===== config.mk =====
export PLATFORM = sky130hd
export DESIGN_NAME = vec_regfile
export DESIGN_NICKNAME = d
export VERILOG_FILES = /design/src/verilog/rvv_pkg.sv /design/src/verilog/vec_regfile.sv
export SDC_FILE = /design/constraint.sdc
export NUM_CORES = 2
export LEC_CHECK = 0
export ABC_AREA = 0
export BUFFER_PORTS_ARGS = -buffer_cell sky130_fd_sc_hd__buf_4
export CAP_MARGIN = 20
export CELL_PAD_IN_SITES_DETAIL_PLACEMENT = 0
export CELL_PAD_IN_SITES_GLOBAL_PLACEMENT = 2
export CORE_MARGIN = 1.5
export CORE_UTILIZATION = 40
export DETAILED_ROUTE_END_ITERATION = 16
export PLACE_DENSITY = 0.66
export SLEW_MARGIN = 20
export SYNTH_ARGS = -nofsm -noshare
export SYNTH_HDL_FRONTEND = slang
export SYNTH_SLANG_ARGS = --single-unit

===== constraint.sdc =====
create_clock -name clk -period 8.6 [get_ports clk]
set_clock_uncertainty 0.15 [all_clocks]
set_input_delay 0.43 -clock clk [delete_from_list [all_inputs] [get_ports clk]]
set_output_delay 0.43 -clock clk [all_outputs]
set_load 0.05 [all_outputs]

===== src/verilog/rvv_pkg.sv =====
package rvv_pkg;

    localparam int XLEN_V = 64;  // Vector register width
    localparam int AVL_W  = 9;   // AVL and vl width
    localparam int NREGS  = 32;

    // SEW encodings
    localparam logic [2:0] SEW_E8  = 3'd0;
    localparam logic [2:0] SEW_E16 = 3'd1;
    localparam logic [2:0] SEW_E32 = 3'd2;
    localparam logic [2:0] SEW_E64 = 3'd3;

    // LMUL encodings, integer multipliers only
    localparam logic [2:0] LMUL_M1 = 3'd0;
    localparam logic [2:0] LMUL_M2 = 3'd1;
    localparam logic [2:0] LMUL_M4 = 3'd2;
    localparam logic [2:0] LMUL_M8 = 3'd3;

    typedef enum logic [1:0] {
        KIND_CFG   = 2'd1,  // vsetvli style
        KIND_ARITH = 2'd2   // Vector ALU op
    } rvv_kind_e;

    typedef enum logic [2:0] {
        OP_ADD = 3'd0,
        OP_SUB = 3'd1,
        OP_AND = 3'd2,
        OP_OR  = 3'd3,
        OP_XOR = 3'd4,
        OP_MIN = 3'd5,
        OP_MAX = 3'd6
    } valu_op_e;

    typedef struct packed {
        rvv_kind_e   kind;
        logic [8:0]  avl;
        logic [2:0]  sew_enc;
        logic [2:0]  lmul_enc;
        logic [14:0] spare;
    } rvv_cfg_view_t;

    typedef struct packed {
        rvv_kind_e   kind;
        valu_op_e    op;
        logic [4:0]  vd;
        logic [4:0]  vs1;
        logic [4:0]  vs2;
        logic        use_scalar;
        logic [10:0] spare;
    } rvv_arith_view_t;

    // Same word, decoded by kind
    typedef union packed {
        rvv_cfg_view_t   cfg;
        rvv_arith_view_t arith;
    } rvv_cmd_u;

    typedef struct packed {
        rvv_cmd_u    cmd;
        logic [31:0] scalar;
    } rvv_req_t;

    typedef struct packed {
        logic       vill;
        logic [2:0] sew_enc;
        logic [2:0] lmul_enc;
    } vtype_t;

    typedef struct packed {
        rvv_kind_e         kind;
        logic [4:0]        vd;
        logic [XLEN_V-1:0] data;
    } rvv_result_t;

    typedef struct packed {
        logic [4:0]        addr;
        logic [XLEN_V-1:0] data;
    } host_wr_t;

endpackage


===== src/verilog/vec_regfile.sv =====
`timescale 1ns/1ps

module vec_regfile (
    input  logic                      clk,
    input  logic                      rst,
    input  logic [4:0]                ra_a,
    input  logic [4:0]                ra_b,
    output logic [rvv_pkg::XLEN_V-1:0] rd_a,
    output logic [rvv_pkg::XLEN_V-1:0] rd_b,
    input  logic                      we,
    input  logic [4:0]                wa,
    input  logic [rvv_pkg::XLEN_V-1:0] wd
);

    logic [rvv_pkg::XLEN_V-1:0] regs [rvv_pkg::NREGS];

    always_ff @(posedge clk) begin
        if (!rst) begin
            for (int i = 0; i < rvv_pkg::NREGS; i++) begin
                regs[i] <= '0;
            end
        end else if (we) begin
            regs[wa] <= wd;  // Visible to readers next cycle
        end
    end

    // Asynchronous reads, same-cycle write not bypassed here
    assign rd_a = regs[ra_a];
    assign rd_b = regs[ra_b];

endmodule


==> flow_summary.ini <==
[logic_synthesis]
synth-simple-area-share_pct = 13.9
synth_top_family_by_area = multiplexers
synth_top_area_share_pct = 57.5
synthCells = 7045
synth_seq_cells = 2048
synth_mux_area_share_pct = 21.3
ys_seq_area_share_pct = 57.5
synthTopCellsByCount = and2_1 (2055), edfxtp_1 (2048), mux4_2 (867), clkbuf_1 (454), o22ai_1 (312)
synth_fp_nets = 7127
synth_area_sq_um = 107000
yosys.area.top_type = edfxtp_1
async_flop_share_pct = 0
ys.flop_type = edfxtp_1
synth_most_common_cell = and2_1
synth_xor_area_share_pct = 0
synth_fa_ha_area_share_pct = 0
synth.avg_cell_area_sq_um = 15.2
synthDistinctLibCells = 42
synth_edf_count = 2048
synth_area_leaders = edfxtp_1 (58%), mux4_2 (18%), and2_1 (12%)
synth-compound-area-share_pct = 4.08
yosysWarnings = 0

[clocking]
clkSinkCount = 2048
cts_tree = built
cts_root_buf = clkbuf_16
cts.clk_slew.worst_paths_ns = 0.06
cts_buffer_depth = 3
htree_num_levels = 4
cts_made_buffers = 231
post_cts_buffers = 0

[timing]
final.min_clock_period_ns = 5.32
fin_setup_tns_ns = 0
holdWs_ns = 0.208
final_hold_viol_count = 0
rsz0062_at_grt = false
setup_viol = 0
period_share_pct = 61.9
worstMarginPinSlew_ns = 1.22
max_freq_ghz = 0.188
max_slew_margin_pct = 18.6
finalMaxSlewViolations = 0

[placed_design]
place_hpwl_mm = 270
io_buffer_count = 209
post-place-cells = 10300
gp_congestion = 0.868

[routing]
detail-route-antenna-nets = 0
vias_per_cell = 6.58
drc = 0
drt_iter0_drc = 10900
routedWlPerCell_um = 44.1
vias = 71100
dr.pass1.iters = 5
wl_mm = 477

[global_route]
grt_pass1_wl_mm = 634
grt.busiest_layer = met2
grt_overflow = 0
grt_use_total_pct = 34.9
antenna_found_initial = 88
grt_pass1_vias = 69700
grt_max_degree = 98
met3_usage_pct = 7.81
gr-usage-met2_pct = 55.2
grt_use_met1_pct = 45.5

[power]
p_leak_nw = 40.9
ir_worst_vdd_mv = 0.225
internal-power_mw = 18.1
p_sw_share_pct = 27.2
powerDensity_nw_per_um2 = 207
power_mw = 24.9
p_seq_share_pct = 47.4
pwr-share-clk_pct = 39.0
power_switching_mw = 6.79
p_comb_share_pct = 13.5

[worst_setup_path]
arrival_ns = 4.74
crit_chain = buf_4 -> nand2b_1 -> or2_4 -> buf_4 -> o22ai_1 -> nor4_1 -> buf_4
crit_path_frequent_cell = buf_4
endpoint_kind = output port
worst_setup_path_start_kind = primary input
cp_data_required_time_ns = 8.02
crit_type = primary input to output port
cp_slowest_cell = nand2b_1
slowest_delay_ns = 0.92
critPathMaxFanout = 33

[final_layout]
fill_cells = 23000
areaGrowthSynthToFinish_pct = 12.7
nNetsFinal = 7125
largest_register_ffs = 2048
stdcell_count = 10800
regMostFlops = regs
reg_top3 = regs (2048)
layout-drive-gt1-share_pct = 24.6

[floorplanning]
die_x_um = 520
core_area_sq_um = 266000
io_pins = 210
die-area_sq_um = 270000
num_rows = 189
die_h_um = 520
initial_core_util_pct = 40.3

[run]
drv_cap = 0

[run_status]
status = complete, no violations

[min_path]
worstHoldPathType = primary input to flip-flop
-- area by class of cell --
type	instances	area [sq um]	share of cell area, %
tap	3533	4420	3.67
sequential	2048	61500	51.0
antenna	46	115	0.0955
timing repair buffer	513	4410	3.66
multi-input combinational	4248	42900	35.6
clock inverter	130	1120	0.932
clock buffer	293	6080	5.04
inverter	1	3.75	0.00311
-- critical path: cells and delay by family --
family | cells | cell delay [ns]
AND/OR/NAND/NOR | 3 | 2.17
AO/OA/AOI/OAI | 1 | 0.20
buffers and inverters | 3 | 1.80
-- path summary, 6_finish.rpt --
check | cells after the start | to | from
worst max-delay path | 7 | rd_b[48] | ra_b[3]
worst min-delay path | 2 | regs[9][11] | rst
-- layout by cell type (no fill, tap or decap), types with 48 or more instances in the layout --
master	n
clkbuf_16	234
and2_1	2050
clkinv_1	67
mux2i_1	292
a22oi_1	209
o22ai_1	312
edfxtp_1	2048
nand3_1	48
clkbuf_1	59
nor4_1	78
dlygate4sd3_1	64
mux4_2	867
buf_4	416
-- through the flow --
stage | area, sq um | setup WS (ns) | util [%]
4_1_cts | 120000 | 3.40 | 45.3
6_report | 121000 | 3.28 | 45.4
3_3_place_gp | 112000 | 3.23 | 42.3
5_1_grt | 120000 | 3.37 | 45.3
3_5_place_dp | 113000 | 3.39 | 42.4
2_1_floorplan | 107000 | 2.22 | -
-- per-layer routing --
metal	part of all wire, %	up-vias
met4	5.3	36
met1	38	37700
met2	47	4917
met3	10	1027
met5	0.050	-
li1	-	27400
-- power by group through the flow --
stage          Combinational (mW)  Sequential (mW)  Clock, mW
6_report                     3.38             11.8       9.74
5_1_grt                      3.44             11.9       10.2
4_1_cts                      3.34             11.8       9.80
3_5_place_dp                 3.31             12.0          0
3_3_place_gp                 3.30             12.0          0
2_1_floorplan                1.97             12.0          0
-- repair_timing --
item | CTS | global route
hold buffers | 64 | 0
hold endpoints to repair | 2048 | 0
setup endpoints to repair | 0 | 0
gates resized for setup | 0 | 0
-- cell families after synthesis --
family / Yosys count
flops: 2048
simple gates: 2401
compound gates: 656
buf+inv: 749
mux: 1191
Note: power is estimated with default switching activity, not from simulation.
