===== config.mk =====
export PLATFORM = sky130hd
export DESIGN_NAME = vtype_decoder
export DESIGN_NICKNAME = d
export VERILOG_FILES = /design/src/verilog/rvv_pkg.sv /design/src/verilog/vtype_decoder.sv
export SDC_FILE = /design/constraint.sdc
export NUM_CORES = 1
export LEC_CHECK = 0
export BUFFER_PORTS_ARGS = -buffer_cell sky130_fd_sc_hd__buf_4
export CORE_MARGIN = 2
export CORE_UTILIZATION = 35
export DETAILED_ROUTE_END_ITERATION = 8
export PLACE_DENSITY = 0.74
export SKIP_LAST_GASP = 1
export SLEW_MARGIN = 20
export SYNTH_ARGS = -nofsm -noshare
export SYNTH_HDL_FRONTEND = slang
export SYNTH_SLANG_ARGS = --single-unit

===== constraint.sdc =====
create_clock -name vclk -period 7.21
set_clock_uncertainty 0.05 [all_clocks]
set_input_delay 0.721 -clock vclk [all_inputs]
set_output_delay 0.721 -clock vclk [all_outputs]
set_load 0.01 [all_outputs]

===== src/verilog/rvv_pkg.sv =====
package rvv_pkg;

    localparam int XLEN_V = 64;  // Vector register width
    localparam int AVL_W  = 9;   // AVL and vl width
    localparam int NREGS  = 32;

    // SEW encodings
    localparam logic [2:0] SEW_E8  = 3'd0;
    localparam logic [2:0] SEW_E16 = 3'd1;
    localparam logic [2:0] SEW_E32 = 3'd2;
    localparam logic [2:0] SEW_E64 = 3'd3;

    // LMUL encodings, integer multipliers only
    localparam logic [2:0] LMUL_M1 = 3'd0;
    localparam logic [2:0] LMUL_M2 = 3'd1;
    localparam logic [2:0] LMUL_M4 = 3'd2;
    localparam logic [2:0] LMUL_M8 = 3'd3;

    typedef enum logic [1:0] {
        KIND_CFG   = 2'd1,  // vsetvli style
        KIND_ARITH = 2'd2   // Vector ALU op
    } rvv_kind_e;

    typedef enum logic [2:0] {
        OP_ADD = 3'd0,
        OP_SUB = 3'd1,
        OP_AND = 3'd2,
        OP_OR  = 3'd3,
        OP_XOR = 3'd4,
        OP_MIN = 3'd5,
        OP_MAX = 3'd6
    } valu_op_e;

    typedef struct packed {
        rvv_kind_e   kind;
        logic [8:0]  avl;
        logic [2:0]  sew_enc;
        logic [2:0]  lmul_enc;
        logic [14:0] spare;
    } rvv_cfg_view_t;

    typedef struct packed {
        rvv_kind_e   kind;
        valu_op_e    op;
        logic [4:0]  vd;
        logic [4:0]  vs1;
        logic [4:0]  vs2;
        logic        use_scalar;
        logic [10:0] spare;
    } rvv_arith_view_t;

    // Same word, decoded by kind
    typedef union packed {
        rvv_cfg_view_t   cfg;
        rvv_arith_view_t arith;
    } rvv_cmd_u;

    typedef struct packed {
        rvv_cmd_u    cmd;
        logic [31:0] scalar;
    } rvv_req_t;

    typedef struct packed {
        logic       vill;
        logic [2:0] sew_enc;
        logic [2:0] lmul_enc;
    } vtype_t;

    typedef struct packed {
        rvv_kind_e         kind;
        logic [4:0]        vd;
        logic [XLEN_V-1:0] data;
    } rvv_result_t;

    typedef struct packed {
        logic [4:0]        addr;
        logic [XLEN_V-1:0] data;
    } host_wr_t;

endpackage


===== src/verilog/vtype_decoder.sv =====
`timescale 1ns/1ps

module vtype_decoder (
    input  logic [2:0]               sew_enc,
    input  logic [2:0]               lmul_enc,
    input  logic [rvv_pkg::AVL_W-1:0] avl,
    output logic [rvv_pkg::AVL_W-1:0] vl,
    output logic                     vill
);

    logic [3:0]               lanes;    // Elements per 64-bit register
    logic [1:0]               lmul_sh;  // log2 of LMUL
    logic                     sew_ok;
    logic                     lmul_ok;
    logic [rvv_pkg::AVL_W-1:0] vlmax;

    always_comb begin
        lanes   = 4'd0;
        lmul_sh = 2'd0;
        sew_ok  = 1'b1;
        lmul_ok = 1'b1;

        case (sew_enc)
            rvv_pkg::SEW_E8:  lanes = 4'd8;
            rvv_pkg::SEW_E16: lanes = 4'd4;
            rvv_pkg::SEW_E32: lanes = 4'd2;
            rvv_pkg::SEW_E64: lanes = 4'd1;
            default:          sew_ok = 1'b0;
        endcase

        case (lmul_enc)
            rvv_pkg::LMUL_M1: lmul_sh = 2'd0;
            rvv_pkg::LMUL_M2: lmul_sh = 2'd1;
            rvv_pkg::LMUL_M4: lmul_sh = 2'd2;
            rvv_pkg::LMUL_M8: lmul_sh = 2'd3;
            default:          lmul_ok = 1'b0;
        endcase

        // VLMAX = (64 / SEW) * LMUL, at most 64
        vlmax = rvv_pkg::AVL_W'(lanes) << lmul_sh;
        vill  = !(sew_ok && lmul_ok);

        if (vill) begin
            vl = '0;  // Illegal vtype clears vl
        end else if (avl < vlmax) begin
            vl = avl;
        end else begin
            vl = vlmax;
        end
    end

endmodule


==> impl_metrics.env <==
export IMPL_synthCells=77
export IMPL_portBuffers=23
export IMPL_clock_fmax_mhz=237.1
export IMPL_nets=118
export IMPL_setup_tns_ns=0
export IMPL_end_kind="output port"
export IMPL_drt_iter0_drc=2
export IMPL_drtAntennaViolNets=0
export IMPL_area_growth_pct=29.11
export IMPL_postSynthAreaPerCell_um2=7.312
export IMPL_min_path_type="in2out"
export IMPL_vias_per_cell=5.676
export IMPL_final_common_cell="buf_4"
export IMPL_place_hpwl_um=1218
export IMPL_grt_overflow=0
export IMPL_status="finished, final reports clean"
export IMPL_power_density_nw_per_um2=47.39
export IMPL_worst_pin_slew_ns=0.8395
export IMPL_seq_cell_count=0
export IMPL_routabilityCongestion=0.8300
export IMPL_irDropWorstVdd_mv=0.02506
export IMPL_antenna_found_initial=0
export IMPL_max_cap_violations=0
export IMPL_grt_pass1_vias=553
export IMPL_drive_gt1_frac=0.3263
export IMPL_fin_crit_sh=0.5850
export IMPL_die_area_um2=1946
export IMPL_worstHoldPathCells=4
export IMPL_hold_viol_final=0
export IMPL_setup_viol_count_final=0
export IMPL_register_area_um2=0
export IMPL_via_count=630
export IMPL_worstSetupPathType="in2out"
export IMPL_clock_buffers=0
export IMPL_cts_repair_resize_count=0
export IMPL_p_leak_uw=0.0002932
export IMPL_maxSlewViolCount=0
export IMPL_relSlewSlack=0.4382
export IMPL_core_area_um2=1506
export IMPL_synth_cell_types=33
export IMPL_grt_max_degree=16
export IMPL_wire_per_inst_um=13.04
export IMPL_cts_setup_buffers=0
export IMPL_die_h_um=44.11
export IMPL_syn_area_um2=563.0
export IMPL_grt_setup_unrepaired="no"
export IMPL_grt_pass1_wl_um=2484
export IMPL_required_ns=6.44
export IMPL_antenna_cells=0
export IMPL_cp_max_fo=15
export IMPL_ctsHoldBuffers=0
export IMPL_ios=25
export IMPL_seq_area_frac_synth=0
export IMPL_drc_errors=0
export IMPL_die_w_um=44.11
export IMPL_placementRows=14
export IMPL_period_minus_slack_ns=4.218
export IMPL_start_util=0.3738
export IMPL_timing_hold_ws_ns=1.750
export IMPL_track_usage=0.1600
export IMPL_final_cell_mix="23 x buf_4, 12 x nand2_1, 7 x mux2i_1"
export IMPL_crit_arrival_ns=3.45
export IMPL_wl_um=1447
export IMPL_worstSetupStartpointType="input port"
export IMPL_dr_pass1_iters=4
export IMPL_yosys_warnings=0
path summary, 6_finish.rpt:
kind,from,endpoint
setup / recovery,lmul_enc[2],vl[2]
hold / removal,avl[0],vl[0]
per-stage QoR:
| stage | cells | utilization | cell area [um^2] | total power (uW) | setup slack [ns] |
|---|---|---|---|---|---|
| after floorplan | 78 | - | 566.8 | 21.17 | 3.696 |
| after global placement | 111 | 0.4826 | 726.9 | 33.65 | 3.093 |
| after detailed placement | 111 | 0.4826 | 726.9 | 34.58 | 2.970 |
| after CTS | 111 | 0.4826 | 726.9 | 34.61 | 2.961 |
| after global routing | 111 | 0.4826 | 726.9 | 38.01 | 2.749 |
| final | 111 | 0.4826 | 726.9 | 34.45 | 2.992 |
where the power goes:
group / internal (uW) / leakage (uW) / switching [uW]
logic: 15.8 / 0.000293 / 18.7
clock network: 0 / 0 / 0
registers: 0 / 0 / 0
worst max-delay path: stages:
cell	delay (ns)
buf_4	0.14
nor2_1	0.65
nand4_1	0.22
ha_1	0.40
a2111oi_4	0.32
o21ai_2	0.12
a211oi_4	0.47
mux2i_1	0.26
buf_4	0.14
layout make-up:
type                       instances  area, um^2
fill                             159       779.5
multi-input combinational         69       523.0
timing repair buffer              23       172.7
tap                               16       20.02
inverter                           3       11.26
layer usage:
layer  vias up  routed length [um]  global-route usage
met3         0                 120             0.01633
met2        24                 661              0.2765
met1       289                 665              0.2249
li1        317                   -                   -
met5         -                   0                   0
met4         0                   0            0.006061
Yosys cell counts, drive strengths merged:
| cell type | n | area share |
|---|---|---|
| nand2 | 12 | 0.080 |
| mux2i | 7 | 0.12 |
| ha | 6 | 0.13 |
| nor2 | 6 | 0.040 |
| buf | 4 | 0.044 |
| nor4 | 4 | 0.044 |
| a21oi | 3 | 0.027 |
| inv | 3 | 0.020 |
| nand2b | 3 | 0.033 |
| nand4 | 3 | 0.033 |
| nor3 | 3 | 0.027 |
| a2111oi | 2 | 0.076 |
| a211oi | 2 | 0.049 |
| clkbuf | 2 | 0.013 |
| o21ai | 2 | 0.024 |
| o31ai | 2 | 0.027 |
| and2b | 1 | 0.016 |
| conb | 1 | 0.0067 |
| nand3 | 1 | 0.0089 |
| nand3b | 1 | 0.013 |
| nand4b | 1 | 0.042 |
| nor2b | 1 | 0.011 |
| nor3b | 1 | 0.013 |
| o21ba | 1 | 0.018 |
| o21bai | 1 | 0.020 |
| o22ai | 1 | 0.011 |
| or3b | 1 | 0.016 |
| or4 | 1 | 0.013 |
| xor2 | 1 | 0.016 |
logic make-up after synthesis:
family                   count (synthesis)  share of synthesized area
AO/OA/AOI/OAI                           14                     0.2511
XOR/XNOR                                 1                    0.01556
adder cells (fa/ha/maj)                  6                     0.1333
buffers and inverters                    9                    0.07777
multiplexers                             7                     0.1244
other                                    1                   0.006660
AND/OR/NAND/NOR                         39                     0.3911
Power figures use the tool's default switching activity.
