### src/verilog/rvv_pkg.sv
package rvv_pkg;

    localparam int XLEN_V = 64;  // Vector register width
    localparam int AVL_W  = 9;   // AVL and vl width
    localparam int NREGS  = 32;

    // SEW encodings
    localparam logic [2:0] SEW_E8  = 3'd0;
    localparam logic [2:0] SEW_E16 = 3'd1;
    localparam logic [2:0] SEW_E32 = 3'd2;
    localparam logic [2:0] SEW_E64 = 3'd3;

    // LMUL encodings, integer multipliers only
    localparam logic [2:0] LMUL_M1 = 3'd0;
    localparam logic [2:0] LMUL_M2 = 3'd1;
    localparam logic [2:0] LMUL_M4 = 3'd2;
    localparam logic [2:0] LMUL_M8 = 3'd3;

    typedef enum logic [1:0] {
        KIND_CFG   = 2'd1,  // vsetvli style
        KIND_ARITH = 2'd2   // Vector ALU op
    } rvv_kind_e;

    typedef enum logic [2:0] {
        OP_ADD = 3'd0,
        OP_SUB = 3'd1,
        OP_AND = 3'd2,
        OP_OR  = 3'd3,
        OP_XOR = 3'd4,
        OP_MIN = 3'd5,
        OP_MAX = 3'd6
    } valu_op_e;

    typedef struct packed {
        rvv_kind_e   kind;
        logic [8:0]  avl;
        logic [2:0]  sew_enc;
        logic [2:0]  lmul_enc;
        logic [14:0] spare;
    } rvv_cfg_view_t;

    typedef struct packed {
        rvv_kind_e   kind;
        valu_op_e    op;
        logic [4:0]  vd;
        logic [4:0]  vs1;
        logic [4:0]  vs2;
        logic        use_scalar;
        logic [10:0] spare;
    } rvv_arith_view_t;

    // Same word, decoded by kind
    typedef union packed {
        rvv_cfg_view_t   cfg;
        rvv_arith_view_t arith;
    } rvv_cmd_u;

    typedef struct packed {
        rvv_cmd_u    cmd;
        logic [31:0] scalar;
    } rvv_req_t;

    typedef struct packed {
        logic       vill;
        logic [2:0] sew_enc;
        logic [2:0] lmul_enc;
    } vtype_t;

    typedef struct packed {
        rvv_kind_e         kind;
        logic [4:0]        vd;
        logic [XLEN_V-1:0] data;
    } rvv_result_t;

    typedef struct packed {
        logic [4:0]        addr;
        logic [XLEN_V-1:0] data;
    } host_wr_t;

endpackage

### src/verilog/wb_arbiter.sv
`timescale 1ns/1ps

module wb_arbiter (
    input  logic                      clk,
    input  logic                      rst,
    input  logic                      alu_we,
    input  logic [4:0]                alu_wa,
    input  logic [rvv_pkg::XLEN_V-1:0] alu_wd,
    input  logic                      host_wr_valid,
    input  rvv_pkg::host_wr_t         host_wr,
    output logic                      host_wr_ready,
    output logic                      we,
    output logic [4:0]                wa,
    output logic [rvv_pkg::XLEN_V-1:0] wd
);

    logic rdy_en_q;  // Host grant enable, held off through reset
    logic host_go;

    always_ff @(posedge clk) begin
        if (!rst) begin
            rdy_en_q <= 1'b0;
        end else begin
            rdy_en_q <= 1'b1;
        end
    end

    // ALU writeback always wins, alu_we comes from a register
    assign host_wr_ready = rdy_en_q && !alu_we;
    assign host_go       = host_wr_valid && host_wr_ready;

    assign we = alu_we || host_go;
    assign wa = alu_we ? alu_wa : host_wr.addr;
    assign wd = alu_we ? alu_wd : host_wr.data;

endmodule
### config.mk
export PLATFORM = sky130hd
export DESIGN_NAME = wb_arbiter
export DESIGN_NICKNAME = d
export VERILOG_FILES = /design/src/verilog/rvv_pkg.sv /design/src/verilog/wb_arbiter.sv
export SDC_FILE = /design/constraint.sdc
export NUM_CORES = 1
export LEC_CHECK = 0
export BUFFER_PORTS_ARGS = -buffer_cell sky130_fd_sc_hd__buf_2
export CAP_MARGIN = 10
export CORE_AREA = 3 3 81 83
export DETAILED_ROUTE_END_ITERATION = 10
export DIE_AREA = 0 0 84 86
export PLACE_DENSITY = 0.71
export SYNTH_ARGS = -nofsm -noshare
export SYNTH_HDL_FRONTEND = slang
export SYNTH_SLANG_ARGS = --single-unit
### constraint.sdc
create_clock -name clk -period 1.1 [get_ports clk]
set_clock_uncertainty 0.15 [all_clocks]
set_input_delay 0.165 -clock clk [delete_from_list [all_inputs] [get_ports clk]]
set_output_delay 0.165 -clock clk [all_outputs]
set_load 0.02 [all_outputs]
==> impl_metrics.py, run 1 <==
metrics = {
    "cells_and_area": {
        "area.growth.synth_to_final_pct": 144,
        "largest_registers": "rdy_en_q x1",
        "antenna_cells_inserted": 0,
        "utilization_pct": 50.0,
        "drive_gt1_share_pct": 99.0,
        "finish.net_count": 441,
        "registers.top_by_ff_count": "rdy_en_q",
        "largest_reg_flops": 1,
        "finalInstanceArea_um2": 2960,
    },
    "worst_setup_path": {
        "timing.critical_path.slowest_cell_delay_ps": 310,
        "kind_of_capture_point_of_the_worst_setup_path": "output pin",
        "path_class": "input port to output pin",
        "cp_data_required_time_ps": 780,
        "cpLargestDelayFamily": "buffers and inverters",
        "timing.critical_path.arrival_ps": 920,
        "crit_path_cell_trace": "buf_16, clkbuf_16, mux2_4, buf_6",
        "worst_path_max_delay_cell": "sky130_fd_sc_hd__mux2_4",
        "critPathBufInv": 3,
        "worst-path-max-fanout": 8,
        "critPathLaunchType": "input port",
    },
    "synthesis": {
        "synth-async-reset-ratio_pct": 0,
        "synth_enable_flop_cells": 0,
        "postSynthRegisterBits": 1,
        "ys_warn_count": 0,
        "synth_flop_cell": "sky130_fd_sc_hd__dfxtp_1",
        "post_synth_instance_area_um2": 1210,
        "postSynthAreaPerCell_um2": 15.2,
        "synth_common_cells": "68 x sky130_fd_sc_hd__mux2_4, 6 x sky130_fd_sc_hd__buf_12",
        "syn_nets": 222,
        "yosysSeqAreaShare_pct": 1.65,
        "synth_most_common_cell": "sky130_fd_sc_hd__mux2_4",
        "yosysTopAreaCellShare_pct": 84.2,
        "synth.area.top_cells": "sky130_fd_sc_hd__mux2_4 84%, sky130_fd_sc_hd__buf_12 9.9%, sky130_fd_sc_hd__dfxtp_1 1.7%",
        "postSynthCellCount": 80,
        "yosys.area.top_type": "sky130_fd_sc_hd__mux2_4",
        "yosys.cell_types.count": 8,
    },
    "timing": {
        "finalHoldViolations": 0,
        "worst_slack_ps": -133,
        "unrepaired_setup_endpoints_after_global_routing": "yes",
        "post-route-min-period_ps": 1230,
        "slew_violations": 0,
        "final.period_utilization_pct": 112,
        "finalSetupViolCount": 69,
        "worst-slew-pin-transition_ps": 111,
        "max_clock_freq_ghz": 0.811,
        "slew_headroom_pct": 92.6,
    },
    "detailed_routing": {
        "routed_vias_inst": 4.17,
        "post_drt_antenna_nets": 0,
        "remaining_drc_errors": 0,
        "totalWireLength_um": 5440,
        "drt_pre_antenna_iters": 3,
        "initialDrtViolationCount": 7,
        "route.detailed.wl_per_inst_um": 14.6,
        "vias": 1552,
    },
    "floorplanning": {
        "die_area_um2": 7220,
        "starting_density_pct": 20.5,
        "floorplan.die.height_um": 86,
        "top_level_i_o_count": 213,
        "core_region_area_um2": 5920,
        "placementRows": 28,
        "dieWidth_um": 84,
    },
    "status": {
        "violations": "negative setup slack",
        "run_status": "finished with violations",
    },
    "cts": {
        "clock_transition_at_the_registers_of_the_reported_paths_ps": 0,
        "cts_hold_buf": 0,
    },
    "grt": {
        "grt_remaining_overflow": 0,
        "aggregate_global_route_resource_usage_pct": 11.9,
        "largest_net_degree_at_the_start_of_global_routing": 14,
        "grt_pass1_vias": 1592,
        "initial_antenna_violation_count": 0,
        "grt_first_pass_wirelength_um": 7270,
    },
    "placement": {
        "cell_area_after_placement_um2": 2290,
        "gp_routability_congestion": 0.727,
        "pre_cts_setup_slack_ps": -241,
        "post-dp-hpwl_um": 4110,
        "port_buffers": 212,
    },
    "flow_run": {
        "cap_violations": 0,
    },
    "pwr": {
        "peakVddDrop_mv": 0.303,
        "static-leakage-power_uw": 0.00171,
        "total_power_uw": 1580,
        "p_per_area_nw_per_um2": 534,
    },
    "worst_hold_path": {
        "hp-class": "input port to flop",
    },
}
what timing repair did:
action                                  in CTS  in global routing
endpoints found under the setup margin      71                 69
hold endpoints to repair                     0                  0
setup buffers                                0                  0
resized for setup                           74                 79
cloned                                       4                  3
final timing paths:
path                   end    from  cells after the start
hold / removal    rdy_en_q     rst                      1
setup / recovery    wd[33]  alu_we                      4
final cells by class:
cell class	instances	area (um2)
timing repair buffer	225	1800
multi-input combinational	71	1050
sequential	1	20.0
tap	75	93.8
fill	524	2960
power breakdown:
group          switching, uW  internal, uW  total [uW]
Combinational            602           941        1540
Clock                      0             0           0
Sequential             0.757          39.0        39.8
Total                    602           980        1580
logic make-up (layout without fill, tap and decap cells):
kind of cell | count (synthesis) | after routing | share of synthesized area (%)
compound gates | 1 | 1 | 0.619
simple gates | 1 | 1 | 0.516
flops | 1 | 1 | 1.65
mux | 69 | 69 | 85.1
buf+inv | 8 | 225 | 12.1
placed cells by master (no fill, tap or decap):
cell type,instances
sky130_fd_sc_hd__a21o_1,1
sky130_fd_sc_hd__buf_12,2
sky130_fd_sc_hd__buf_16,6
sky130_fd_sc_hd__buf_2,142
sky130_fd_sc_hd__buf_4,1
sky130_fd_sc_hd__buf_6,70
sky130_fd_sc_hd__buf_8,1
sky130_fd_sc_hd__clkbuf_16,3
sky130_fd_sc_hd__dfxtp_1,1
sky130_fd_sc_hd__mux2_2,1
sky130_fd_sc_hd__mux2_4,68
sky130_fd_sc_hd__nor2b_1,1
metrics by stage:
stage | setup TNS (ps) | hold slack [ps] | std cells
2_1_floorplan | 0 | 42.7 | 80
3_3_place_gp | -13960 | 118 | 365
3_5_place_dp | -14500 | 122 | 365
4_1_cts | -7490 | 122 | 369
5_1_grt | -7710 | 123 | 372
6_report | -6580 | 122 | 372
routing by layer:
layer	wire, um	vias to the layer above	global-route usage [%]	share of wire (%)
li1	-	741	-	-
met4	34	0	0.877	0.63
met2	3070	122	25.8	57
met1	1750	685	11.9	32
met3	578	4	2.50	11
met5	0	-	0	0
Note: power is estimated with default switching activity, not from simulation.
==> run 2: changes to the inputs <==
--- a/config.mk
+++ b/config.mk
@@ -10,7 +10,7 @@
 export CORE_AREA = 3 3 81 83
 export DETAILED_ROUTE_END_ITERATION = 10
 export DIE_AREA = 0 0 84 86
-export PLACE_DENSITY = 0.71
+export PLACE_DENSITY_LB_ADDON = 0.3
 export SYNTH_ARGS = -nofsm -noshare
 export SYNTH_HDL_FRONTEND = slang
 export SYNTH_SLANG_ARGS = --single-unit
==> run 2 against run 1 <==
  * First-iteration DRC count up 71%
  * Largest cell class unchanged
  * Critical path type unchanged
  * Largest power group unchanged
  * Combinational power about the same
  * Worst setup slack better by 22 ps
  * Core utilization up 0.19 points
  * Global-route usage up 1.6 points
  * The run still ends with negative setup slack left
  * Die area unchanged
  * Sequential cell count unchanged
==> impl_metrics.py, run 2 (synthesis gave the netlist of run 1 again) <==
metrics = {
    "cells_and_area": {
        "utilization_pct": 50.2,
        "antenna_cells_inserted": 0,
        "largest_reg_flops": 1,
        "largest_registers": "rdy_en_q x1",
        "leading_cell_type_in_the_layout_fill_and_taps_excluded": "sky130_fd_sc_hd__buf_2",
        "drive_gt1_share_pct": 99.3,
        "finalNonFillerCells": 372,
        "area.growth.synth_to_final_pct": 145,
        "registers.top_by_ff_count": "rdy_en_q",
        "layout.cells.most_common_list": "141 x sky130_fd_sc_hd__buf_2, 72 x sky130_fd_sc_hd__buf_6, 69 x sky130_fd_sc_hd__mux2_4",
        "finish.net_count": 441,
    },
    "timing": {
        "final.period_utilization_pct": 110,
        "finalSetupViolCount": 71,
        "slew_headroom_pct": 92.9,
        "unrepaired_setup_endpoints_after_global_routing": "yes",
        "worst_slack_ps": -110,
        "post-route-min-period_ps": 1210,
        "finalHoldViolations": 0,
        "max_clock_freq_ghz": 0.826,
        "final_layout_setup_total_negative_slack_ps": -6200,
        "worst-slew-pin-transition_ps": 107,
        "slew_violations": 0,
    },
    "cts": {
        "cts_post_setup_buffers_inserted": 0,
        "clock_transition_at_the_registers_of_the_reported_paths_ps": 0,
    },
    "worst_setup_path": {
        "crit_path_cell_trace": "buf_16, buf_12, mux2_4, buf_2",
        "timing.critical_path.slowest_cell_delay_ps": 290,
        "worst-path-max-fanout": 9,
        "path_class": "input port to output pin",
        "cp_data_required_time_ps": 780,
        "timing.critical_path.arrival_ps": 900,
        "worst_path_max_delay_cell": "sky130_fd_sc_hd__mux2_4",
        "kind_of_capture_point_of_the_worst_setup_path": "output pin",
        "critPathLaunchType": "input port",
    },
    "pwr": {
        "static-leakage-power_uw": 0.00171,
        "swShare_pct": 38.2,
        "cell_internal_pwr_uw": 986,
        "power_frac_clock_pct": 0,
        "switching_power_uw": 609,
        "combinationalPowerShare_pct": 97.5,
        "p_per_area_nw_per_um2": 537,
        "peakVddDrop_mv": 0.324,
        "seq_power_share_pct": 2.5,
    },
    "detailed_routing": {
        "routed_vias_inst": 4.13,
        "remaining_drc_errors": 0,
        "totalWireLength_um": 5770,
        "route.detailed.wl_per_inst_um": 15.5,
        "initialDrtViolationCount": 12,
        "vias": 1536,
        "drt_pre_antenna_iters": 4,
        "post_drt_antenna_nets": 0,
    },
    "grt": {
        "initial_antenna_violation_count": 0,
        "grt_first_pass_wirelength_um": 8180,
        "aggregate_global_route_resource_usage_pct": 13.6,
        "grt_remaining_overflow": 0,
        "grt_pass1_vias": 1700,
        "largest_net_degree_at_the_start_of_global_routing": 14,
    },
    "floorplanning": {
        "die_area_um2": 7220,
        "dieWidth_um": 84,
        "starting_density_pct": 20.5,
        "placementRows": 28,
        "top_level_i_o_count": 213,
        "floorplan.die.height_um": 86,
        "core_region_area_um2": 5920,
    },
    "flow_run": {
        "cap_violations": 0,
    },
    "status": {
        "violations": "negative setup slack",
        "run_status": "finished with violations",
    },
    "placement": {
        "dp.cells": 366,
        "gp_routability_congestion": 0.715,
        "port_buffers": 212,
        "post-dp-hpwl_um": 4580,
    },
    "worst_hold_path": {
        "hp-class": "input port to flop",
    },
}
-- run 2: cell types whose count changed in the layout (fill, tap and decap cells not counted), sizes merged --
| cell | delta |
|---|---|
| buf | +2 |
| clkbuf | -2 |
-- run 2: area by class of cell --
class | count | area (um2)
fillers | 512 | 2950
repair buffers | 225 | 1800
multi-input cells | 71 | 1060
well taps | 75 | 93.8
flip-flops and latches | 1 | 20.0
-- run 2: path summary, 6_finish.rpt --
path / startpoint / depth (start not counted) / to
worst min-delay path: rst / 1 / rdy_en_q
worst max-delay path: alu_we / 4 / wa[2]
-- run 2: critical path, delay by kind of cell --
family	cells	cell delay [ps]
muxes	1	290
buffers and inverters	3	440
-- run 2: power by group through the flow --
stage | clock [uW] | sequential, uW | combinational (uW)
2_1_floorplan | 0 | 39.6 | 745
3_3_place_gp | 0 | 39.7 | 1160
3_5_place_dp | 0 | 39.7 | 1170
4_1_cts | 0 | 39.7 | 1460
5_1_grt | 0 | 40.4 | 1640
6_report | 0 | 40.0 | 1560
-- run 2: timing repair --
action / CTS / global route
gates cloned: 5 / 1
resized for setup: 113 / 49
setup endpoints to repair: 71 / 71
hold buffers: 0 / 0
-- run 2: metal layers --
metal  vias up  wire length, um  track usage, %
met2        95             3490            30.1
li1        744                -               -
met4         0                7           0.292
met1       695             1810            13.4
met3         2              464            2.59
met5         -                0               0
-- run 2: through the flow --
step / cell area (um2) / hold WS [ps] / worst slack, ps / power (uW)
after global placement: 2300 / 119 / -231 / 1200
after detailed placement: 2300 / 125 / -243 / 1210
after floorplan: 1220 / 42.7 / 10.8 / 785
after CTS: 2790 / 124 / -122 / 1500
after global routing: 2970 / 127 / -124 / 1680
final: 2970 / 124 / -110 / 1600
